[config.mk]
export PLATFORM = sky130hd
export DESIGN_NAME = save_fsm
export DESIGN_NICKNAME = d
export VERILOG_FILES = /design/src/common/layer_save_pkg.sv /design/src/save_ctrl/save_fsm.sv
export SDC_FILE = /design/constraint.sdc
export NUM_CORES = 1
export LEC_CHECK = 0
export BUFFER_PORTS_ARGS = -buffer_cell sky130_fd_sc_hd__buf_2
export CAP_MARGIN = 15
export CORE_AREA = 2 2 39 41
export DETAILED_ROUTE_END_ITERATION = 7
export DIE_AREA = 0 0 41 43
export GPL_ROUTABILITY_DRIVEN = 0
export GPL_TIMING_DRIVEN = 0
export PLACE_DENSITY_LB_ADDON = 0.08
export SYNTH_ARGS = -nofsm -noshare
export SYNTH_HDL_FRONTEND = slang
export SYNTH_SLANG_ARGS = --single-unit
[constraint.sdc]
create_clock -name clk -period 1.2 [get_ports clk]
set_input_delay 0.12 -clock clk [delete_from_list [all_inputs] [get_ports clk]]
set_output_delay 0.12 -clock clk [all_outputs]
set_load 0.03 [all_outputs]
[src/common/layer_save_pkg.sv]
package layer_save_pkg;

    parameter int pix_w     = 8;
    parameter int num_ch    = 4;
    parameter int lanes     = 5;              // rows packed per buffer word
    parameter int word_w    = pix_w * lanes;

    parameter int b0_addr_w = 5;              // 32 words
    parameter int b1_addr_w = 4;              // 16 words

    parameter int width_w   = 4;
    parameter int min_width = 2;
    parameter int max_width = 12;             // 2*w-1 must fit block 0

    typedef logic signed [pix_w-1:0] pix_t;

    // one activated value per output channel
    typedef struct packed {
        pix_t [num_ch-1:0] ch;
    } pix_group_t;

    typedef struct packed {
        logic                 blk;            // 0: block 0, 1: block 1
        logic [b0_addr_w-1:0] addr;
        logic [lanes-1:0]     lane_en;        // one-hot byte lane
    } wr_pos_t;

    typedef struct packed {
        logic [num_ch-1:0][word_w-1:0] ch;
    } rd_word_t;

    typedef enum logic [1:0] {
        st_idle,
        st_saving,
        st_done
    } save_state_e;

endpackage

[src/save_ctrl/save_fsm.sv]
module save_fsm (
    input  logic clk,
    input  logic rst_n,
    input  logic start,
    input  logic pix_mark,
    input  logic last_pix,
    output logic clear,
    output logic saving,
    output logic rd_ok,
    output logic save_end,
    output logic busy
);
    import layer_save_pkg::*;

    save_state_e state;
    save_state_e state_nxt;
    logic        fin;

    // a pixel arriving together with start is dropped
    assign clear  = start;
    assign saving = (state == st_saving) && !start;
    assign fin    = saving && pix_mark && last_pix;
    assign busy   = (state == st_saving);
    assign rd_ok  = (state == st_done);

    always_comb begin
        state_nxt = state;
        case (state)
            st_idle, st_done: begin
                if (start) begin
                    state_nxt = st_saving;
                end
            end
            st_saving: begin
                if (start) begin
                    state_nxt = st_saving;      // restart the layer
                end else if (fin) begin
                    state_nxt = st_done;
                end
            end
            default: begin
                state_nxt = st_idle;
            end
        endcase
    end

    always_ff @(posedge clk or negedge rst_n) begin
        if (!rst_n) begin
            state    <= st_idle;
            save_end <= 1'b0;
        end else begin
            state    <= state_nxt;
            save_end <= fin;
        end
    end

    assert property (@(posedge clk) disable iff (!rst_n) save_end |=> !save_end)
        else $error("save_fsm: save_end held for two cycles");

endmodule

* Word-level counts from Yosys, hierarchy flattened *
Index checks and enable logic that the tools add are counted.

storage, ports and cells
  register bits after elaboration = 3
  input bits = 5
  output and inout port bits = 5
  logic and storage cells = 17

cells by class
  eq/ne operators = 4
  muxes and demuxes = 4
  reduce and logical (&&, ||, !) cells = 7

operator list
  kind                                            number
  two-way mux 2 bit                               3
  case mux 2 bit (2 select lines)                 1
  logical AND 1 bit                               3
  != test 3 x 2 -> 1 bit (second input constant)  1
  == test 2 x 1 -> 1 bit (second input constant)  1
  == test 2 bit (second input constant)           1
  zero test 2 bit                                 1
  != test 2 bit (second input constant)           1
  AND reduction 2 bit                             1
  OR reduction 2 bit                              1
  zero test 1 bit                                 1

* Logic depth before layout (Yosys ltp) *
  depth in word-level cells = 7
  depth in mapped cells = 2
  gate-level depth less buffers = 2

* Worst setup path before layout *
No wires, ideal clock.

  path type = reg-to-output
  from = register state[1]
  to = output port saving
  arrival = 950 ps
  data required time = 1080 ps
  slack = 130 ps
  stages on the path, launching flop included = 3
  path buffers = 0
  path through = dfrtp_1 -> nand2b_1 -> nor2_1

between the ends
  longest elaborated chain between the ends = 2

ends and longest elaborated chain
  what                      line            text
  start: declaration        save_fsm.sv:15  save_state_e state;
  start signal: assignment  save_fsm.sv:49  state <= st_idle;
  start signal: assignment  save_fsm.sv:52  state <= state_nxt;
  == test 2 x 1 -> 1 bit    save_fsm.sv:21  assign saving = (state == st_saving) && !start;
  logical AND 1 bit         save_fsm.sv:21
  end: declaration          save_fsm.sv:8   output logic saving,

No other way between the ends.

* Final worst setup path *
  from = register state[0]
  to = output port busy

between the ends
  longest elaborated chain between the ends = 1

ends and longest elaborated chain
  what                    line            text
  == test 2 x 1 -> 1 bit  save_fsm.sv:23  assign busy = (state == st_saving);
  end: declaration        save_fsm.sv:11  output logic busy

No other way between the ends.

==> summary.txt <==
Logic synthesis
  – Post-synthesis sequential area ratio: 0.517
  – Leading area contributor after synthesis: dfrtp_1
  – Yosys top cell area share: 0.517
  – Library cells used by synthesis: 11
  – Post-synth top cells: 3 x dfrtp_1, 2 x inv_1, 2 x nand2b_1
  – Syn_area_per_cell: 9.68 µm²
  – Most frequent cell after synthesis: dfrtp_1
  – Async S/R FF share, synth: 1.00
  – Synth area leaders: dfrtp_1 52%, nand2b_1 8.6%, a2bb2oi_1 6.0%, nand4b_1 6.0%, a21boi_1 5.2%
  – Dominant synthesized flop cell: dfrtp_1
  – Syn nets: 20
  – #FFs+latches synth: 3
  – Post-synth EDFFs: 0
  – Synth warn: 0
  – Synth Instances: 15
  – Mapped cell area: 145 µm²

Power
  – Power per Cell Area: 1440 nW/µm²
  – VDD IR max: 471 µV
  – Leak: 0.149 nW

Min path
  – Hold crit path type: primary input to flop

CTS
  – CTS tree: done
  – Reg clk slew, reported paths: 0.04 ns
  – CTS Buffer Depth: 2
  – Clock sinks: 3
  – Root Buffer: clkbuf_4
  – Num CTS Buffers: 3
  – Htree depth: 1
  – Later-pin clock latency in the skew report: 0.24 ns

Setup path
  – Critical-path cell list: buf_12, nand2b_4, inv_1, buf_4
  – Max incr delay on CP: 0.42 ns
  – Endpoint class of the critical path: primary output
  – CP max FO: 3
  – Cell class contributing the biggest share of worst-path delay: flip-flops
  – Crit path DAT: approximately 1.1 ns
  – Setup crit start kind: flop
  – Critical path class: flop to primary output
  – Worst R2R Setup Slack: between 0.2 and 0.3 ns
  – WP data required: 1.08 ns
  – Slowest CP cell: dfrtp_2
  – Buf/Inv on CP: 3

GRT
  – GRT Total Usage: 0.0572
  – Vias in the first global route: 146
  – First-pass GRT wire length: approximately 580 µm
  – Initial antenna violation count: 0
  – Overflow after GRT: 0
  – Pin count of the biggest net entering global routing: 6

Floorplanning
  – Die X: 41 µm
  – Row cnt: 14
  – Initial Util: 0.105
  – Die Ht: 43 µm
  – Area of the core: roughly 1400 µm²
  – I/O Pins: 10
  – Die ar.: roughly 1800 µm²

Timing
  – Post-route minimum period: 1.18 ns
  – Max Fclk: between 800 and 900 MHz
  – Tcrit/Tclk final: 0.985
  – Slew @ Worst Pin: around 0.17 ns
  – RSZ-0062 raised after global routing: true
  – Relative slew margins: 0.883
  – Setup TNS: 0 ns
  – Layout Skew: 0.000585 ns
  – Final hold violations: 0
  – Setup ws final: 0.0183 ns
  – Pins over their slew limit: 0
  – Setup-failing EPs final: 0

Layout
  – Synth-to-Final Area Change: 102%
  – Antenna cells: 0
  – Layout Cells excl Fill: 46
  – Nets: 36
  – Fraction of layout cells with a size suffix above 1: 0.567

Routing
  – Routed WL per cell: 9.54 µm
  – Via count: 159
  – Via density: 3.46
  – First-pass detailed-route iteration total: 4
  – Final wirelength: 439 µm
  – DR iter-0 viols: 5
  – DRC viols: 0
  – Routed Antenna Nets: 0

Placed design
  – Port-buffer cells: 9
  – Placed Instances: 40
  – DP Worst Slack: 0.220 ns
  – Hpwl dp: 297 µm

Outcome
  – Status: complete, no violations

Run
  – Max_cap viols: 0
[metrics by stage]
step / cell area [µm²] / hold slack [ns] / util / total power [mW]
2_1_floorplan: 145 / -0.176 / - / 0.165
3_3_place_gp: 210 / -0.0858 / 0.152 / 0.193
3_5_place_dp: 210 / -0.0828 / 0.152 / 0.193
4_1_cts: 251 / 0.0948 / 0.182 / 0.392
5_1_grt: 293 / 0.113 / 0.212 / 0.441
6_report: 293 / 0.110 / 0.212 / 0.421
[area by class of cell]
type	count	area (µm²)
tap	16	20.0
buffer	1	7.51
multi-input combinational	9	65.1
inverter	2	7.51
fill	161	1090
sequential	3	76.3
timing repair buffer	11	90.1
clock buffer	4	26.3
[flip-flops by register name, indices dropped and copies added (netlist names)]
signal	cells
state	2
save_end	1
[cell usage in the layout (no fill, tap or decap), drive strengths merged, types with 2 or more instances in the layout]
| cell | Yosys | layout |
|---|---|---|
| nand2b | 2 | 2 |
| inv | 2 | 2 |
| clkbuf | 0 | 4 |
| buf | 1 | 11 |
| dfrtp | 3 | 3 |
[cell families after synthesis]
family	Yosys count	share of synthesized area
and+or+nand+nor	6	0.233
DFF	3	0.517
buffers and inverters	3	0.103
AOI/OAI and AO/OA	3	0.147
[path summary, 6_finish.rpt]
| path | depth (start not counted) | from | endpoint |
|---|---|---|---|
| max reg2reg | 3 | state[0] | state[0] |
| max in group asynchronous | 2 | rst_n | state[0] |
| min in group asynchronous | 2 | rst_n | state[1] |
| min reg2reg | 1 | state[0] | state[0] |
| max | 4 | state[0] | busy |
| min | 2 | start | state[1] |
[metal layers]
metal	routed length, µm	GRT usage	part of all wire
met1	216	0.0643	0.49
met4	0	0.0600	0
met3	34	0.0471	0.077
met5	0	0	0
met2	188	0.0594	0.43
[report_power, final]
part	switching [mW]	leakage, nW	internal [mW]	total (mW)
Combinational	0.0558	0.0967	0.0570	0.113
Clock	0.0649	0.0150	0.125	0.190
Sequential	0.00805	0.0370	0.110	0.118
Total	0.129	0.149	0.292	0.421
[timing repair]
item                                    in CTS  in global routing
hold buffers                                 1                  0
endpoints found under the setup margin       2                  3
hold endpoints to repair                     3                  0
resized for setup                            2                  7
buffers inserted                             0                  1
Note: power is estimated with default switching activity, not from simulation.
