`src/common/layer_save_pkg.sv`:
```
package layer_save_pkg;

    parameter int pix_w     = 8;
    parameter int num_ch    = 4;
    parameter int lanes     = 5;              // rows packed per buffer word
    parameter int word_w    = pix_w * lanes;

    parameter int b0_addr_w = 5;              // 32 words
    parameter int b1_addr_w = 4;              // 16 words

    parameter int width_w   = 4;
    parameter int min_width = 2;
    parameter int max_width = 12;             // 2*w-1 must fit block 0

    typedef logic signed [pix_w-1:0] pix_t;

    // one activated value per output channel
    typedef struct packed {
        pix_t [num_ch-1:0] ch;
    } pix_group_t;

    typedef struct packed {
        logic                 blk;            // 0: block 0, 1: block 1
        logic [b0_addr_w-1:0] addr;
        logic [lanes-1:0]     lane_en;        // one-hot byte lane
    } wr_pos_t;

    typedef struct packed {
        logic [num_ch-1:0][word_w-1:0] ch;
    } rd_word_t;

    typedef enum logic [1:0] {
        st_idle,
        st_saving,
        st_done
    } save_state_e;

endpackage

```
`src/save_ctrl/raster_counter.sv`:
```
module raster_counter #(
    parameter int width_w   = layer_save_pkg::width_w,
    parameter int b0_addr_w = layer_save_pkg::b0_addr_w
) (
    input  logic                    clk,
    input  logic                    rst_n,
    input  logic                    clear,
    input  logic                    step,
    input  logic [width_w-1:0]      width,
    output layer_save_pkg::wr_pos_t wr_pos,
    output logic                    last_pix
);
    import layer_save_pkg::*;

    logic [width_w-1:0]   col;
    logic [width_w-1:0]   row;
    logic [lanes-1:0]     lane_oh;
    logic                 blk;
    logic [b0_addr_w-1:0] base;
    logic [b0_addr_w-1:0] width_ext;
    logic [b0_addr_w-1:0] mirror;
    logic                 col_end;
    logic                 row_end;

    assign col_end   = (col == width - width_w'(1));
    assign row_end   = (row == width - width_w'(1));
    assign last_pix  = col_end && row_end;
    assign width_ext = b0_addr_w'(width);
    assign mirror    = width_ext - b0_addr_w'(col) - b0_addr_w'(1);   // rows come right to left

    always_ff @(posedge clk or negedge rst_n) begin
        if (!rst_n) begin
            col     <= '0;
            row     <= '0;
            lane_oh <= lanes'(1);
            blk     <= 1'b0;
            base    <= '0;
        end else if (clear) begin
            col     <= '0;
            row     <= '0;
            lane_oh <= lanes'(1);
            blk     <= 1'b0;
            base    <= '0;
        end else if (step) begin
            col <= col_end ? '0 : col + width_w'(1);
            if (col_end) begin
                row     <= row_end ? '0 : row + width_w'(1);
                lane_oh <= lane_oh[lanes-1] ? lanes'(1) : lane_oh << 1;
                if (lane_oh[lanes-1]) begin
                    blk <= !blk;
                    // wrapping back to block 0, move to the next strip
                    if (blk) begin
                        base <= base + width_ext;
                    end
                end
            end
        end
    end

    assign wr_pos.blk     = blk;
    assign wr_pos.addr    = base + mirror;
    assign wr_pos.lane_en = lane_oh;

    assert property (@(posedge clk) disable iff (!rst_n)
        step |-> (width >= width_w'(min_width)) && (width <= width_w'(max_width)))
        else $error("raster_counter: width %0d out of range", width);

    assert property (@(posedge clk) disable iff (!rst_n) $onehot(lane_oh))
        else $error("raster_counter: lane enable not one-hot");

endmodule

```
`config.mk`:
```
export PLATFORM = sky130hd
export DESIGN_NAME = raster_counter
export DESIGN_NICKNAME = d
export VERILOG_FILES = /design/src/common/layer_save_pkg.sv /design/src/save_ctrl/raster_counter.sv
export SDC_FILE = /design/constraint.sdc
export NUM_CORES = 1
export LEC_CHECK = 0
export BUFFER_PORTS_ARGS = -buffer_cell sky130_fd_sc_hd__buf_2
export CORE_ASPECT_RATIO = 0.75
export CORE_MARGIN = 5
export CORE_UTILIZATION = 55
export DETAILED_ROUTE_END_ITERATION = 8
export PLACE_DENSITY_LB_ADDON = 0.2
export SLEW_MARGIN = 20
export SYNTH_ARGS = -nofsm -noshare
export SYNTH_HDL_FRONTEND = slang
export SYNTH_SLANG_ARGS = --single-unit
```
`constraint.sdc`:
```
create_clock -name clk -period 2.2 [get_ports clk]
set_input_delay 0.22 -clock clk [delete_from_list [all_inputs] [get_ports clk]]
set_output_delay 0.22 -clock clk [all_outputs]
set_load 0.005 [all_outputs]
```
Word level (Yosys, flattened, before mapping)
Index checks and enable logic that the tools add are counted.

Bits in registers: 19. Bits in latches: 0. RAM bits: 0. Bits in read-only memories: 0. Input bits: 8. Output and inout bits: 12. Word-level logic and storage cells: 43. Memories kept: 0.

Add/sub/neg operators: 7. Multipliers: 0. Divide/modulo/power cells: 0. $lt $le $gt $ge: 0. Equal/unequal tests: 2. Shifts and indexed selects: 0. Mux-type cells: 20. Bitwise operators: 0. Reduce and logical (&&, ||, !) cells: 9.

Operators with widths (count): $mux 5 (9); $mux 4 (7); $add 4x1->4 const B (2); $eq 4x4->1 (2); $reduce_bool 2->1 (4); $add 5x4->5 (1); $add 5x5->5 (1); $sub 4x4->5 (1); $sub 5x1->5 const B (1); $mux 1 (4); $reduce_and 4->1 (1); $sub 4x1->4 const B (1); $reduce_and 3->1 (1); $reduce_and 2->1 (1); $logic_and 1x1->1 (1); $logic_not 1->1 (1).

Longest topological paths before layout
Word-level depth: 6. Depth in mapped cells: 8. Mapped depth without buffers: 7.

Worst setup path after synthesis
No wires, ideal clock.

Kind: reg2out. Start point: register col[2]. End point: output port wr_pos[9] (netlist bit). Arrival time: 1.749 ns. Data required time: 1.980 ns. Setup slack: 0.231 ns. Cell stages (with the launch flop): 7. Buffers on the path: 0. Cells stage by stage: dfrtp_1 -> fa_1 -> inv_1 -> ha_1 -> a21o_1 -> a21oi_1 -> xnor2_1.

RTL lines: start: declaration (RTL line raster_counter.sv:15) `logic [width_w-1:0] col;`; start signal: assignment (RTL line raster_counter.sv:45) `col <= col_end ? '0 : col + width_w'(1);`; end: declaration (RTL line raster_counter.sv:10) `output layer_save_pkg::wr_pos_t wr_pos,`.

==> results_dict.tcl <==
set metrics [dict create \
    synthCells 142 \
    viasPerCell 5.294 \
    clk_pin_slew_ns 0.11 \
    initialDrtViolationCount 52 \
    antenna_found_initial 0 \
    grt_max_degree 20 \
    drc 0 \
    worstPathMaxFanout 2 \
    port_buffers 19 \
    final-seq-area_um2 476.7 \
    syn_nets 167 \
    cts_made_buffers 3 \
    grt_pass1_wl_um 5057 \
    hold_viol_final 0 \
    cts_sinks 19 \
    regToRegSetupSlack_ns 0.15 \
    wl_per_cell_um 14.50 \
    violations "negative setup slack" \
    cp.required_ns 1.98 \
    maxCapViolCount 0 \
    first_pass_iters 4 \
    end_kind "output pin" \
    slew_violations 0 \
    yosysUniqueCellTypes 35 \
    multi_input_area_um2 849.6 \
    ys_seq_elements 19 \
    p_leak_nw 0.8087 \
    std_cell_rows 15 \
    finalCritPeriodShare_pct 107.3 \
    num_io_pins 20 \
    crit_type "register to output pin" \
    synth_area_leaders "dfrtp_1 32%, ha_1 9.8%, fa_1 8.6%, xnor2_1 7.5%, inv_1 4.6%" \
    fin_skew_ns 0.01491 \
    fin_nets 196 \
    max_freq_mhz 423.7 \
    design_power_total_mw 0.7629 \
    track_usage_pct 19.08 \
    irDropWorstVdd_mv 0.2673 \
    vias 1080 \
    syn_area_um2 1400 \
    die_area_um2 3665 \
    synth-edff-count 0 \
    r2r-end "base[4]$_DFFE_PN0P_" \
    worstReg2RegStart "col[2]$_DFFE_PN0P_" \
    synthArstFlopShare_pct 100.0 \
    hold_path_class "input port to register" \
    min_to "col[1]$_DFFE_PN0P_" \
    core_um2 2365 \
    crit_arrival_ns 2.14 \
    ys_seq_area_share_pct 34.05 \
    grt_overflow_total 0 \
    synth_area_per_cell_um2 9.860 \
    drive_above_1_share_pct 25.88 \
    area_delta_synth_final_pct 16.00 \
    maxSlewHeadroom_pct 59.39 \
    die_h_um 53.70 \
    netlist.area_leader.share_pct 32.17 \
    yosys.area.top_type "dfrtp_1" \
    die_w_um 68.26 \
    fin_tns_setup_ns -0.4018 \
    htreeDepth 1 \
    powerDensity_nw_per_um2 469.7 \
    dp_hpwl_um 2333 \
    clockBufferDepth 2 \
    ys.flop_type "dfrtp_1" \
    fin_crit_ns 2.360 \
    worst_pin_slew_ns 0.6091 \
    yosysWarnings 0 \
    ctsRootBufferMaster "clkbuf_4" \
    clk_latency_ns 0.31 \
    cp-start-kind "register" \
    antenna_left 0 \
    grt_pass1_vias 1063 \
    fillers 207 \
    setup_ws_ns -0.1602 \
    setup_viol 3 \
    r2r_cells 7 \
    hp-start "step" \
    cts_tree "yes" \
    gp_congestion 0.7780 \
    rsz0062_at_grt "true" \
    status "complete, but fails checks" \
    routed_wl_um 2957 \
    start_util_pct 59.21 \
    antenna_cells 0 \
    min_path_cells 3 \
]
metrics by stage:
step                      util [%]  cells  instance area (um^2)  worst slack (ns)  hold WS (ns)
after floorplan                  -    142                  1400            0.2312      -0.07559
after global placement       65.71    196                  1554            0.1201        0.1828
after detailed placement     65.71    196                  1554           0.02387        0.1859
after CTS                    68.47    204                  1619           -0.1433        0.2238
after global routing         68.68    204                  1624           -0.2410        0.2553
final                        68.68    204                  1624           -0.1602        0.2299
power by group:
| group | leakage, nW | internal, mW | switching, mW |
|---|---|---|---|
| Combinational | 0.535 | 0.0925 | 0.114 |
| Sequential | 0.259 | 0.364 | 0.0116 |
| Clock | 0.0150 | 0.0709 | 0.111 |
| Total | 0.809 | 0.527 | 0.236 |
routing by layer:
layer	up-vias	routed length, um	track usage (%)
li1	527	-	-
met1	531	1363	25.68
met2	17	1436	30.72
met3	5	126	4.384
met4	0	31	5.611
met5	-	0	0
sequential cells by signal (all words and copies together) (netlist names):
| signal | cells |
|---|---|
| lane_oh | 5 |
| col | 4 |
| blk | 1 |
| base | 5 |
| row | 4 |
Yosys cell counts (4+ instances only):
cell      n
nand3_1   5
xor2_1    4
fa_1      6
o21ai_1   6
nand2_1  13
xnor2_1  12
dfrtp_1  18
mux2i_1   4
nor2_1    8
a21oi_1   8
inv_1    17
ha_1     11
how the worst max path moves through the flow:
stage / depth (start not counted) / endpoint / start / slack, ns
final: 7 / wr_pos[7] / col[1]$_DFFE_PN0P_ / -0.16
after floorplan: 6 / wr_pos[9] / col[2]$_DFFE_PN0P_ / 0.23
after detailed placement: 8 / row[3]$_DFFE_PN0P_ / width[1] / 0.02
after CTS: 8 / wr_pos[9] / base[2]$_DFFE_PN0P_ / -0.14
after global routing: 8 / wr_pos[7] / base[1]$_DFFE_PN0P_ / -0.24
after global placement: 7 / wr_pos[9] / col[2]$_DFFE_PN0P_ / 0.12
cell families after synthesis:
logic type      Yosys count  synth area share, %
compound gates           25                10.46
simple gates             38                15.19
flops                    19                34.05
buf+inv                  21                6.076
mux                       4                2.860
xor+xnor                 18                12.96
fa+ha+maj                17                18.41
critical path: stages, from the launching register on:
cell     delay [ns]
dfrtp_1        0.41
fa_1           0.47
inv_1          0.07
ha_2           0.18
inv_2          0.04
fa_2           0.51
inv_1          0.04
buf_2          0.11
placed cells by master, fill, tap and decap left out, types with 4 or more instances in the layout:
master,n
dfrtp_1,18
mux2i_1,4
o21ai_1,6
xnor2_1,12
nand3_1,5
xor2_1,4
nand2_1,12
a21oi_1,7
buf_4,8
nor2_1,8
ha_1,10
fa_1,5
buf_2,19
inv_1,15
area by class of cell:
type | instances | share of cell area [%]
inverter | 17 | 3.929
clock buffer | 4 | 1.618
tap | 34 | 2.619
sequential | 19 | 29.35
multi-input combinational | 102 | 52.31
timing repair buffer | 28 | 10.17
what timing repair did:
item                                   in CTS  in global routing
setup buffers                               3                  0
setup endpoints to repair                   4                  4
pin swaps                                   3                  1
hold buffers                                1                  0
endpoints found under the hold margin      18                  0
resized for setup                           4                  2
No activity file was read; power rests on OpenSTA's default activity.
