[config.mk]
export PLATFORM = sky130hd
export DESIGN_NAME = feature_bank
export DESIGN_NICKNAME = d
export VERILOG_FILES = /design/src/common/layer_save_pkg.sv /design/src/feature_buffer/feature_bank.sv
export SDC_FILE = /design/constraint.sdc
export NUM_CORES = 2
export LEC_CHECK = 0
export BUFFER_PORTS_ARGS = -buffer_cell sky130_fd_sc_hd__buf_2
export CAP_MARGIN = 40
export CELL_PAD_IN_SITES_DETAIL_PLACEMENT = 0
export CELL_PAD_IN_SITES_GLOBAL_PLACEMENT = 1
export CORE_MARGIN = 1.5
export CORE_UTILIZATION = 30
export CTS_CLUSTER_DIAMETER = 30
export CTS_CLUSTER_SIZE = 40
export DETAILED_ROUTE_END_ITERATION = 7
export HOLD_SLACK_MARGIN = 0.08
export PLACE_DENSITY = 0.6
export SLEW_MARGIN = 20
export SYNTH_ARGS = -nofsm -noshare
export SYNTH_HDL_FRONTEND = slang
export SYNTH_SLANG_ARGS = --single-unit
[constraint.sdc]
create_clock -name clk -period 2 [get_ports clk]
set_input_delay 0 -clock clk [delete_from_list [all_inputs] [get_ports clk]]
set_output_delay 0 -clock clk [all_outputs]
set_load 0.01 [all_outputs]
[src/common/layer_save_pkg.sv]
package layer_save_pkg;

    parameter int pix_w     = 8;
    parameter int num_ch    = 4;
    parameter int lanes     = 5;              // rows packed per buffer word
    parameter int word_w    = pix_w * lanes;

    parameter int b0_addr_w = 5;              // 32 words
    parameter int b1_addr_w = 4;              // 16 words

    parameter int width_w   = 4;
    parameter int min_width = 2;
    parameter int max_width = 12;             // 2*w-1 must fit block 0

    typedef logic signed [pix_w-1:0] pix_t;

    // one activated value per output channel
    typedef struct packed {
        pix_t [num_ch-1:0] ch;
    } pix_group_t;

    typedef struct packed {
        logic                 blk;            // 0: block 0, 1: block 1
        logic [b0_addr_w-1:0] addr;
        logic [lanes-1:0]     lane_en;        // one-hot byte lane
    } wr_pos_t;

    typedef struct packed {
        logic [num_ch-1:0][word_w-1:0] ch;
    } rd_word_t;

    typedef enum logic [1:0] {
        st_idle,
        st_saving,
        st_done
    } save_state_e;

endpackage

[src/feature_buffer/feature_bank.sv]
module feature_bank #(
    parameter int pix_w     = layer_save_pkg::pix_w,
    parameter int lanes     = layer_save_pkg::lanes,
    parameter int b0_addr_w = layer_save_pkg::b0_addr_w,
    parameter int b1_addr_w = layer_save_pkg::b1_addr_w
) (
    input  logic                     clk,
    input  logic                     we,
    input  layer_save_pkg::wr_pos_t  wr_pos,
    input  logic signed [pix_w-1:0]  din,
    input  logic                     rd_en,
    input  logic                     rd_block,
    input  logic [b0_addr_w-1:0]     rd_addr,
    output logic [pix_w*lanes-1:0]   dout0,
    output logic [pix_w*lanes-1:0]   dout1
);

    logic [pix_w*lanes-1:0] mem0 [2**b0_addr_w];
    logic [pix_w*lanes-1:0] mem1 [2**b1_addr_w];

    // byte-lane write into the selected block
    always_ff @(posedge clk) begin
        for (int l = 0; l < lanes; l++) begin
            if (we && wr_pos.lane_en[l]) begin
                if (wr_pos.blk) begin
                    mem1[wr_pos.addr[b1_addr_w-1:0]][l*pix_w +: pix_w] <= din;
                end else begin
                    mem0[wr_pos.addr][l*pix_w +: pix_w] <= din;
                end
            end
        end
    end

    always_ff @(posedge clk) begin
        if (rd_en && !rd_block) begin
            dout0 <= mem0[rd_addr];
        end
        if (rd_en && rd_block) begin
            dout1 <= mem1[rd_addr[b1_addr_w-1:0]];    // upper bit ignored
        end
    end

    assert property (@(posedge clk) (we && wr_pos.blk) |-> (wr_pos.addr < 2**b1_addr_w))
        else $error("feature_bank: block 1 write address %0d too high", wr_pos.addr);

endmodule

=== After elaboration in Yosys (flattened, before gate mapping) ===
Memory sizes are Yosys's and may differ from the RTL's. A register that Yosys moved wholly into a read port is not among the register bits.
Index checks and enable logic that the tools add are counted.

* Register bits: 0
* Bits in writable memories: 1,920
* Input port bits: 28
* Output and inout bits: 80
* Logic and storage cells: 32
* Memories kept: 2

* Muxes and demuxes: 22
* Reductions and logical operators: 8

{| class="wikitable"
|+ Memories
! memory !! words !! width !! rd ports !! clocked after Yosys merged registers in !! wr ports !! RTL line !! text
|-
| mem0 || 32 || 40 || 1 || 1 || 1 || feature_bank.sv:18 || <nowiki>logic [pix_w*lanes-1:0] mem0 [2**b0_addr_w];</nowiki>
|-
| mem1 || 16 || 40 || 1 || 1 || 1 || feature_bank.sv:19 || <nowiki>logic [pix_w*lanes-1:0] mem1 [2**b1_addr_w];</nowiki>
|}

{| class="wikitable"
|+ Operators with widths
! cell !! number
|-
| 1-bit 2-to-1 mux || 22
|-
| 1-bit logical AND || 7
|-
| 1-bit zero test || 1
|}

=== Depth between registers and ports, before layout ===
* Depth after elaboration: 3
* Depth in mapped cells: 8
* Gate-level depth less buffers: 5

=== Worst setup path after synthesis ===
OpenSTA, ideal clock, no wires.

* Path type: input -> register
* Start point: in rd_block
* End point: reg dout0[0], read port of mem0, enable pin
* Setup time: 443 ps
* Data arrival time: 1,805 ps
* Required time: 1,557 ps
* Path slack: -247 ps
* Stages: 1
* Buffers on the path: 0
* Cell sequence: nor2b_1

* Word-level cells in the longest chain between the ends: 2

{| class="wikitable"
|+ RTL lines
! element !! RTL line !! text
|-
| from (decl) || feature_bank.sv:12 || <nowiki>input logic rd_block,</nowiki>
|-
| 1-bit zero test || feature_bank.sv:35 || <nowiki>if (rd_en && !rd_block) begin</nowiki>
|-
| 1-bit logical AND || feature_bank.sv:35 ||
|-
| to (decl) || feature_bank.sv:14 || <nowiki>output logic [pix_w*lanes-1:0] dout0,</nowiki>
|}

No other way between the ends.

=== Final worst setup path ===
* Start point: in wr_pos[5] (netlist name)
* End point: mem mem0[31][27] (netlist name), enable pin

{| class="wikitable"
|+ RTL lines
! element !! RTL line !! text
|-
| from (decl) || feature_bank.sv:9 || <nowiki>input layer_save_pkg::wr_pos_t wr_pos,</nowiki>
|-
| to (decl) || feature_bank.sv:18 ||
|}

Straight into the memory's write port.

==> flow_summary.ini <==
[run_status]
outcome = finished, final reports clean

[yosys]
synthMuxAreaShare_pct = 14.1
synth_cell_type_count = 26
syn_inst = 4032
yosys-top-cells-area = edfxtp_1, mux2i_1, mux4_2
yosys_warnings = 0
synth_seq_cells = 2000
synthAdderAreaFrac_pct = 0
yosysSeqAreaShare_pct = 77.8
syn_nets = 4060
yosysTopAreaCellShare_pct = 77.8
synthSimpleGateAreaFrac_pct = 3.32
netlist_area_um2 = 77200
avgSynthCellArea_um2 = 19.2
yosysTopAreaCell = edfxtp_1
synth_compound_area_share_pct = 3.18
synthXorXnorAreaFrac_pct = 0
synth_top_family_by_area = multiplexers

[floorplanning]
start_util_pct = 30.1
dieArea_um2 = 260000
coreArea_um2 = 256000
die_x_um = 510
die_h_um = 510
fp-row-count = 186
ios = 108

[drt]
wl_per_cell_um = 24.4
drt-initial-drc-count = 3446
viasPerCell = 4.78
post-route-drc-count = 0
first_pass_iters = 7
drtAntennaViolNets = 0
wl_um = 210000
vias = 41200

[final_layout]
multi_input_area_um2 = 16000
syn2layout_area_growth_pct = 29.5
final_common_cell = edfxtp_1
nNetsFinal = 4929
mostFrequentLayoutCells = edfxtp_1, mux2i_1, buf_4, clkbuf_16, nor2_1
regArea_um2 = 60100
fillers = 23100
utilization_pct = 39.0
drive_gt1_share_pct = 28.4
final_area_um2 = 100000

[power]
p_sw_share_pct = 20.9
p_sw_mw = 24.5
p_int_mw = 92.5
leakage_nw = 34.9
vdd_drop_max_mv = 0.948
clockPowerShare_pct = 56.0
power_density_nw_per_um2 = 1170
p_comb_share_pct = 4.1
power_frac_seq_pct = 39.9
power.total_mw = 117

[timing]
finalSetupViolCount = 0
finalHoldViolCount = 0
timing.hold.ws_ps = 148
finClkSkew_ps = 85.5
period_needed_ps = 1910
final_max_slew_viol_count = 0
rsz0062_at_grt = no
max_freq_mhz = 522
tightest_slew_ps = 863
worst_slack_ps = 85.4
finalCritPeriodShare_pct = 95.7
relSlewSlack_pct = 42.3

[flow_run]
max-cap-violations = 0

[placed_design]
place.gp.congestion = 0.789
hpwl_um = 128000
io_buffer_count = 107
pre_cts_slack_ps = -109
placed_area_um2 = 86100

[setup_path]
cp-start-kind = input port
rrSetupSlack_ps = 280
critPathMaxFanout = 10
r2r_cells = 2
crit_end = mem0[31][27]$_DFFE_PP_
r2r-end = dout1[36]$_DFFE_PP_
r2r_start = mem1[14][36]$_DFFE_PP_
cp_data_required_time_ps = 2600
end_kind = flop
crit_type = in -> reg
crit_start = wr_pos[5]
critPathArrivalTime_ps = 2520

[clock_tree]
path_clk_slew_ps = 50
cts_buffers = 408
cts_sinks = 2000
cts_buffer_depth = 4
tritoncts = built
post_cts_buffers = 0
root_buffer = clkbuf_16
clk_latency_ps = 950
ctsHtreeMaxLevel = 5

[global_routing]
grt_max_degree = 87
overflow = 0
grt_pass1_wl_um = 300000
grt_usage_pct = 16.0
antenna_found_initial = 16
grt_pass1_vias = 42100

[min_path]
hold_class = in -> reg
critical path, cell delays in order:
cell,delay (ps)
dlygate4sd3_1,620
buf_2,250
nand4_1,120
dlygate4sd3_1,610
buf_4,160
inv_1,50
nand2_1,40
buf_4,230
nor2_1,190
buf_4,190
power by group through the flow:
stage	Sequential, mW	Combinational [mW]	Clock [mW]
after CTS	46.7	4.88	66.3
after global placement	47.5	4.71	0
after floorplan	47.4	2.25	0
after global routing	46.7	5.11	68.4
after detailed placement	47.5	4.75	0
final	46.7	4.79	65.4
registers in the layout (all words and copies together) (netlist names):
| register | count |
|---|---|
| dout1 | 40 |
| mem0 | 1280 |
| dout0 | 40 |
| mem1 | 640 |
cells in the mapped netlist:
library cell  number
nand3b_1           1
a22o_1            80
or2_1             11
buf_6             20
mux2i_1          640
buf_1              3
inv_1              1
nand2_1          135
edfxtp_1        2000
nand2b_1           2
nor3_1            40
mux4_2           200
clkbuf_4           2
a22oi_1          120
nand3_1          140
nor2_1           242
or2_2              6
nor2_4             1
nand4_1            7
buf_4             20
a31oi_1           40
a21oi_1          120
buf_2             89
nor2b_1            8
clkbuf_1         102
and2_1             2
metal layers:
layer  up-vias  track usage, %  wire [um]
met1     21400            21.3      90200
met4         0            5.27       5810
li1      18100               -          -
met5         -               0          0
met2      1277            25.9     101000
met3       322            3.44      12700
timing repair:
item                                    CTS  global route
hold buffers                             45             0
resized for setup                         0             0
endpoints found under the hold margin  3884             0
kinds of logic (layout without fill, tap and decap cells):
logic type      after synthesis  in the layout
mux                         840            840
other cells                   0              4
buf+inv                     237           1433
compound gates              360            360
flops                      2000           2000
simple gates                595            595
layout make-up:
class                           instances  share of cell area, %
Antenna cell                            4                 0.0100
Inverter                                1                0.00375
Multi-Input combinational cell       1795                   16.0
Timing Repair Buffer                  695                   6.35
Clock inverter                        264                   2.78
Sequential cell                      2000                   60.0
Tap cell                             3384                   4.23
Clock buffer                          473                   10.6
worst min-delay path by stage:
stage            from                     to  slack, ps  depth (start not counted)
6_report       din[6]  mem1[9][14]$_DFFE_PP_        150                          3
5_1_grt        din[3]  mem1[2][11]$_DFFE_PP_        130                          3
4_1_cts        din[2]  mem1[0][10]$_DFFE_PP_        100                          2
3_5_place_dp   din[3]  mem1[8][11]$_DFFE_PP_        340                          1
3_3_place_gp   din[3]  mem1[8][11]$_DFFE_PP_        330                          1
2_1_floorplan  din[0]   mem0[0][0]$_DFFE_PP_        100                          0
per-stage QoR:
stage / cells / TNS [ps]
2_1_floorplan: 4032 / 0
3_3_place_gp: 7828 / -409
3_5_place_dp: 7828 / -465
4_1_cts: 8610 / 0
5_1_grt: 8614 / 0
6_report: 8616 / 0
Note: power is estimated with default switching activity, not from simulation.
