--- config.mk ---
export PLATFORM = sky130hd
export DESIGN_NAME = feature_read_mux
export DESIGN_NICKNAME = d
export VERILOG_FILES = /design/src/common/layer_save_pkg.sv /design/src/feature_buffer/feature_read_mux.sv
export SDC_FILE = /design/constraint.sdc
export NUM_CORES = 1
export LEC_CHECK = 0
export BUFFER_PORTS_ARGS = -buffer_cell sky130_fd_sc_hd__buf_2
export CAP_MARGIN = 25
export CORE_AREA = 2 2 188 190
export DETAILED_ROUTE_END_ITERATION = 12
export DIE_AREA = 0 0 190 192
export GPL_ROUTABILITY_DRIVEN = 0
export GPL_TIMING_DRIVEN = 1
export PLACE_DENSITY = 0.39
export SLEW_MARGIN = 10
export SYNTH_ARGS = -nofsm -noshare
export SYNTH_HDL_FRONTEND = slang
export SYNTH_SLANG_ARGS = --single-unit
export TNS_END_PERCENT = 20
--- constraint.sdc ---
create_clock -name clk -period 3.6 [get_ports clk]
set_clock_uncertainty 0.15 [all_clocks]
set_input_delay 0.36 -clock clk [delete_from_list [all_inputs] [get_ports clk]]
set_output_delay 0.36 -clock clk [all_outputs]
set_load 0.1 [all_outputs]
--- src/common/layer_save_pkg.sv ---
package layer_save_pkg;

    parameter int pix_w     = 8;
    parameter int num_ch    = 4;
    parameter int lanes     = 5;              // rows packed per buffer word
    parameter int word_w    = pix_w * lanes;

    parameter int b0_addr_w = 5;              // 32 words
    parameter int b1_addr_w = 4;              // 16 words

    parameter int width_w   = 4;
    parameter int min_width = 2;
    parameter int max_width = 12;             // 2*w-1 must fit block 0

    typedef logic signed [pix_w-1:0] pix_t;

    // one activated value per output channel
    typedef struct packed {
        pix_t [num_ch-1:0] ch;
    } pix_group_t;

    typedef struct packed {
        logic                 blk;            // 0: block 0, 1: block 1
        logic [b0_addr_w-1:0] addr;
        logic [lanes-1:0]     lane_en;        // one-hot byte lane
    } wr_pos_t;

    typedef struct packed {
        logic [num_ch-1:0][word_w-1:0] ch;
    } rd_word_t;

    typedef enum logic [1:0] {
        st_idle,
        st_saving,
        st_done
    } save_state_e;

endpackage

--- src/feature_buffer/feature_read_mux.sv ---
module feature_read_mux (
    input  logic                     clk,
    input  logic                     rst_n,
    input  logic                     rd_en,
    input  logic                     rd_block,
    input  layer_save_pkg::rd_word_t blk0_words,
    input  layer_save_pkg::rd_word_t blk1_words,
    output layer_save_pkg::rd_word_t rd_data,
    output logic                     rd_valid
);
    import layer_save_pkg::*;

    logic blk_q;    // block of the read in flight

    always_ff @(posedge clk or negedge rst_n) begin
        if (!rst_n) begin
            rd_valid <= 1'b0;
            blk_q    <= 1'b0;
        end else begin
            rd_valid <= rd_en;
            if (rd_en) begin
                blk_q <= rd_block;
            end
        end
    end

    // bank outputs hold until the next read, so select after the edge
    always_comb begin
        for (int i = 0; i < num_ch; i++) begin
            rd_data.ch[i] = blk_q ? blk1_words.ch[i] : blk0_words.ch[i];
        end
    end

endmodule

# ---- Word level (Yosys, flattened, before mapping)
# Index checks and enable logic that the tools add are counted.
dict set report classes {
  muxes 4
}
# cell n
set op_table {}
lappend op_table {{$mux 40} 4}
dict set report totals {
  inputBits 324
  register_bits 2
  elab_cells 6
  out_inout_bits 161
}

# ---- Longest topological paths before layout
# Gate-level depths: netlist (run 1).
dict set report logic_depth {
  depth_word 1
  depth_mapped 4
  depth_no_buf 1
}

# ---- Worst setup path after synthesis (run 1)
# No wires, ideal clock.
dict set report synth_timing {
  path_kind {register to output}
  start {register blk_q}
  end {output rd_data[0] (netlist name)}
  path_buffers 2
  t_required_ps 3090
  path_slack_ps 1872
  stages_incl_launch_ff 4
  t_arrival_ps 1218
  cell_sequence {dfrtp_1 buf_6 buf_2 mux2_2}
}
# element line
set synth_lines {}
lappend synth_lines {{from (decl)} feature_read_mux.sv:13} ;# logic blk_q;
lappend synth_lines {{from (signal assigned)} feature_read_mux.sv:22} ;# blk_q <= rd_block;
lappend synth_lines {{to (decl)} feature_read_mux.sv:8} ;# output layer_save_pkg::rd_word_t rd_data,

==> results of run 1 <==
==> layer usage <==
layer  track usage  share of wire
met4        0.0480          0.042
met3        0.0219          0.098
met5             0              0
met1        0.0934           0.34
met2         0.177           0.52
==> metrics by stage <==
stage	power (mW)	cell area, sq um
2_1_floorplan	1.83	2360
3_3_place_gp	2.23	5260
3_5_place_dp	2.23	5260
4_1_cts	2.41	5340
5_1_grt	2.45	5350
6_report	2.39	5360
==> cell type report <==
type                       instances  area, sq um  area share
antenna                            5         12.5     0.00234
clock buffer                       4         78.8      0.0147
multi-input combinational        161         2150       0.401
sequential                         2         53.8      0.0100
tap                              455          569       0.106
timing repair buffer             490         2490       0.466
==> logic make-up after synthesis <==
kind of cell	synth area share
buf+inv	0.0674
flops	0.0212
mux	0.911
==> cells in the mapped netlist <==
library cell,number,share of area
sky130_fd_sc_hd__mux2_4,89,0.57
sky130_fd_sc_hd__mux2_2,72,0.34
sky130_fd_sc_hd__buf_6,11,0.053
sky130_fd_sc_hd__buf_2,7,0.015
sky130_fd_sc_hd__dfrtp_1,2,0.021
==> final timing paths <==
check	start	endpoint	slack, ns	cells past startpoint
max in group asynchronous	rst_n	blk_q	2.88	2
worst min-delay path	rd_en	rd_valid	0.12	1
worst max-delay path	blk_q	rd_data[92]	0.86	3
worst min register to register	blk_q	blk_q	0.95	1
worst max register to register	blk_q	blk_q	2.28	1
min in group asynchronous	rst_n	rd_valid	0.31	2
==> worst max-delay path, stage by stage, from the launching register on <==
cell and delay, ns:
sky130_fd_sc_hd__dfrtp_4 0.79, sky130_fd_sc_hd__buf_12 0.40, sky130_fd_sc_hd__mux2_4 0.24, sky130_fd_sc_hd__buf_2 0.42
==> state kept, by name, indices dropped and copies added (netlist names) <==
| signal | count |
|---|---|
| blk_q | 1 |
| rd_valid | 1 |
==> power breakdown <==
| part | leakage, nW | internal [mW] | switching (mW) |
|---|---|---|---|
| Clock | 0.0382 | 0.146 | 0.0280 |
| Sequential | 0.0224 | 0.0248 | 0.0199 |
| Combinational | 2.95 | 0.505 | 1.66 |
| Total | 3.01 | 0.676 | 1.71 |
==> impl_summary.log, run 1 <==
INFO  metric placed_cells_incl_taps = 1107
INFO  metric initial_standard_cell_utilization_of_the_core = 0.0687
INFO  metric fin_util = 0.156
INFO  metric worst_ep_arrival_time = 2.23 ns
INFO  metric cts_hold_buf = 1
INFO  metric cap_viol_max_count = 0
INFO  metric syn_avg_cell_area = 13.0 sq um
INFO  metric i_o_buffers = 484
INFO  metric ys_ff_latch = 2
INFO  metric drt_first_iter_violations = 75
INFO  metric drive_gt1_frac = 0.995
INFO  metric grt_first_pass_wirelength = 23.8 mm
INFO  metric synthCells = 181
INFO  metric worst_hold_slack = 0.116 ns
INFO  metric fin_ws = 0.856 ns
INFO  metric crit_required = 3.09 ns
INFO  metric grt_remaining_overflow = 0
INFO  metric grt_start_max_net_pins = 54
INFO  metric crit_type = register to output port
INFO  metric vias = 3491
INFO  metric pwrdens = 446 nW/um^2
INFO  metric max_freq = 364 MHz
INFO  metric finalNetCount = 982
INFO  metric remaining_antenna_violation_count_after_routing = 0
INFO  metric overall_track_demand_over_capacity_in_global_routing = 0.0927
INFO  metric cp-end-kind = output port
INFO  metric min_path_type = input port to register
INFO  metric synth_warnings = 0
INFO  metric detailed_place_hpwl = 17.2 mm
INFO  metric cp_max_fo = 53
INFO  metric layout_worst_path_cycle_share = 0.762
INFO  metric die_w = 190 um
INFO  metric layout.filler_cells = 3909
INFO  metric dieArea = 36500 sq um
INFO  metric route.detailed.vias_per_inst = 3.13
INFO  metric critPathLaunchType = register
INFO  metric mostFrequentLayoutCell = sky130_fd_sc_hd__buf_2
INFO  metric clk_path_buf_depth = 2
INFO  metric fp.dieH = 192 um
INFO  metric htreeDepth = 1
INFO  metric cts.clk_slew.worst_paths = 0.03 ns
INFO  metric core_region_area = 34300 sq um
INFO  metric grt_antenna_before_repair = 5
INFO  metric commonest_cells_after_routing_fill_and_taps_aside = 484 x sky130_fd_sc_hd__buf_2, 89 x sky130_fd_sc_hd__mux2_4, 72 x sky130_fd_sc_hd__mux2_2, 3 x sky130_fd_sc_hd__clkbuf_16, 3 x sky130_fd_sc_hd__buf_4
INFO  metric boundary_pin_count = 485
INFO  metric detail_route.drc_violations = 0
INFO  metric report.final.hold_viol_count = 0
INFO  metric drt_wl_total = 18.8 mm
INFO  metric cts_made_buffers = 3
INFO  metric rsz0062_at_grt = false
INFO  metric setup_tns = 0 ns
INFO  metric drt_pre_antenna_iters = 4
INFO  metric slew_headroom = 0.580
INFO  metric irDropWorstVdd = 0.000192 V
INFO  metric worst_pin_slew = 0.630 ns
INFO  metric area_growth = 127%
INFO  metric via_count_of_the_first_global_routing_pass = 3611
INFO  metric clockRootBuffer = sky130_fd_sc_hd__clkbuf_16
INFO  metric report.final.setup_viol = 0
INFO  metric final_max_slew_viol_count = 0
INFO  metric worstSkewPairLatency = 0.22 ns
INFO  metric synth.lib_cells_used.distinct = 5
INFO  metric num_rows = 68
INFO  metric outcome = complete, no violations
INFO  metric synthesis.nets = 505
INFO  metric post_cts.resized_instances = 0
INFO  metric postCtsSetupRepairBufs = 0
INFO  metric reported_leakage_power = 3.01 nW
INFO  metric tritoncts_num_sinks = 2
INFO  metric syn-cell-area = 2360 sq um
INFO  metric synth.yosys.seq_area_share = 0.0212
INFO  metric avgRoutedWirePerCell = 16.8 um
INFO  metric final_cell_count_no_fill = 1117
INFO  metric clock_tree_from_tritoncts = done
INFO  metric timing.final.crit_period = 2.74 ns
INFO  metric pre_cts_ws = 1.07 ns
No activity file was read; power rests on OpenSTA's default activity.
==> run 2, diff against run 1 <==
CORE_AREA = 2 2 190 192   (was 2 2 188 190)
DIE_AREA = 0 0 192 194   (was 0 0 190 192)
PLACE_DENSITY = 0.38   (was 0.39)
clock period = 2.8 ns   (was 3.6 ns; I/O delays follow)
==> impl_summary.log, run 2 (synthesis gave the netlist of run 1 again) <==
INFO  metric area_growth = 140%
INFO  metric r2r_cells = 3
INFO  metric cp_top_family = buffers and inverters
INFO  metric clock_tree_from_tritoncts = done
INFO  metric cp_num_buf_inv = 2
INFO  metric cp_cell_sequence = buf_12 -> mux2_4 -> buf_2
INFO  metric met1Wirelength = 7.36 mm
INFO  metric reported_leakage_power = 3.14 nW
INFO  metric mostFrequentLayoutCell = sky130_fd_sc_hd__buf_2
INFO  metric grt_antenna_before_repair = 18
INFO  metric pre_cts_ws = 0.678 ns
INFO  metric worstSkewPairLatency = 0.22 ns
INFO  metric drive_gt1_frac = 0.995
INFO  metric rsz0062_at_grt = false
INFO  metric num_rows = 69
INFO  metric grt_first_pass_wirelength = 27.0 mm
INFO  metric worst_hold_slack = 0.0374 ns
INFO  metric core_region_area = 35200 sq um
INFO  metric grt_remaining_overflow = 0
INFO  metric irDropWorstVdd = 0.000373 V
INFO  metric via_count_of_the_first_global_routing_pass = 3701
INFO  metric hold_end = rd_valid
INFO  metric boundary_pin_count = 485
INFO  metric critPathLaunchType = register
INFO  metric report.final.hold_viol_count = 0
INFO  metric cts_made_buffers = 3
INFO  metric worst_ep_arrival_time = 1.92 ns
INFO  metric drt_pre_antenna_iters = 3
INFO  metric clockRootBuffer = sky130_fd_sc_hd__clkbuf_16
INFO  metric outcome = complete, no violations
INFO  metric pwrdens = 565 nW/um^2
INFO  metric drt_first_iter_violations = 42
INFO  metric layout_worst_path_cycle_share = 0.838
INFO  metric detailed_place_hpwl = 20.2 mm
INFO  metric dieArea = 37200 sq um
INFO  metric destination_of_the_worst_register_to_register_timing_path = blk_q
INFO  metric die_w = 192 um
INFO  metric initial_standard_cell_utilization_of_the_core = 0.0669
INFO  metric crit_required = 2.37 ns
INFO  metric hold_path.startpoint = rd_en
INFO  metric avgRoutedWirePerCell = 19.2 um
INFO  metric setup_tns = 0 ns
INFO  metric worst_hold_path.num_cells = 1
INFO  metric final_max_slew_viol_count = 0
INFO  metric slew_headroom = 0.629
INFO  metric fin_ws = 0.454 ns
INFO  metric detail_route.drc_violations = 0
INFO  metric cp_max_fo = 53
INFO  metric clk_path_buf_depth = 2
INFO  metric tritoncts_num_sinks = 2
INFO  metric crit_type = register to output port
INFO  metric regToRegSetupSlack = 1.30 ns
INFO  metric largest_regs = blk_q: 1 flops, rd_valid: 1 flops
INFO  metric regToRegStartpoint = blk_q
INFO  metric worst_pin_slew = 0.561 ns
INFO  metric overall_track_demand_over_capacity_in_global_routing = 0.106
INFO  metric cp-end-kind = output port
INFO  metric timing.final.crit_period = 2.35 ns
INFO  metric commonest_cells_after_routing_fill_and_taps_aside = 464 x sky130_fd_sc_hd__buf_2, 89 x sky130_fd_sc_hd__mux2_4, 72 x sky130_fd_sc_hd__mux2_2, 17 x sky130_fd_sc_hd__buf_12, 17 x sky130_fd_sc_hd__buf_4
INFO  metric dr_wl_met2 = 11.9 mm
INFO  metric i_o_buffers = 484
INFO  metric drt_wl_total = 21.7 mm
INFO  metric post_cts.resized_instances = 0
INFO  metric grt_start_max_net_pins = 54
INFO  metric critical_path.max_stage_delay = 0.56 ns
INFO  metric cts_hold_buf = 1
INFO  metric cap_viol_max_count = 0
INFO  metric vias = 3624
INFO  metric highest_layer = met5
INFO  metric finalNetCount = 991
INFO  metric routed-wl-met3 = 2.00 mm
INFO  metric postCtsSetupRepairBufs = 0
INFO  metric htreeDepth = 1
INFO  metric remaining_antenna_violation_count_after_routing = 0
INFO  metric cts.clk_slew.worst_paths = 0.03 ns
INFO  metric report.final.setup_viol = 0
INFO  metric max_freq = 426 MHz
INFO  metric min_path_type = input port to register
INFO  metric fp.dieH = 194 um
INFO  metric critical-path-slowest-cell = sky130_fd_sc_hd__dfrtp_4
INFO  metric route.detailed.vias_per_inst = 3.21
run 2: cell types whose count changed in the layout (fill, tap and decap cells not counted):
cell and change:
sky130_fd_sc_hd__buf_4 +14, sky130_fd_sc_hd__diode_2 -2, sky130_fd_sc_hd__buf_12 +15, sky130_fd_sc_hd__buf_2 -20
run 2: final cells by class:
| type | count | area (sq um) |
|---|---|---|
| antenna | 3 | 7.51 |
| clock buffer | 4 | 78.8 |
| fill | 4040 | 29600 |
| multi-input combinational | 161 | 2150 |
| sequential | 2 | 53.8 |
| tap | 461 | 577 |
| timing repair buffer | 499 | 2800 |
run 2: worst max-delay path by stage:
stage                from           to  slack, ns  cells after the start
finish              blk_q  rd_data[85]       0.45                      3
global route        blk_q  rd_data[85]       0.40                      3
CTS                 blk_q  rd_data[85]       0.44                      3
detailed placement  blk_q  rd_data[85]       0.68                      3
global placement    blk_q  rd_data[85]       0.68                      3
floorplan           blk_q   rd_data[0]       1.15                      3
run 2: stage by stage:
step / util / instances / instance area, sq um / power, mW
after floorplan: - / 181 / 2360 / 2.36
after global placement: 0.158 / 1122 / 5570 / 3.00
after detailed placement: 0.158 / 1122 / 5570 / 3.00
after CTS: 0.161 / 1127 / 5660 / 3.23
after global routing: 0.161 / 1129 / 5660 / 3.29
final: 0.161 / 1130 / 5660 / 3.20
run 2: routing by layer:
metal	up-vias	global-route usage
li1	1663	-
met1	1607	0.105
met2	308	0.221
met3	38	0.0255
met4	8	0.0119
met5	-	0
run 2: where the power goes:
part	leakage, nW	switching, mW	internal, mW	total, mW
Sequential	0.0224	0.00992	0.0323	0.0422
Clock	0.0382	0.0334	0.187	0.221
Combinational	3.08	2.20	0.740	2.94
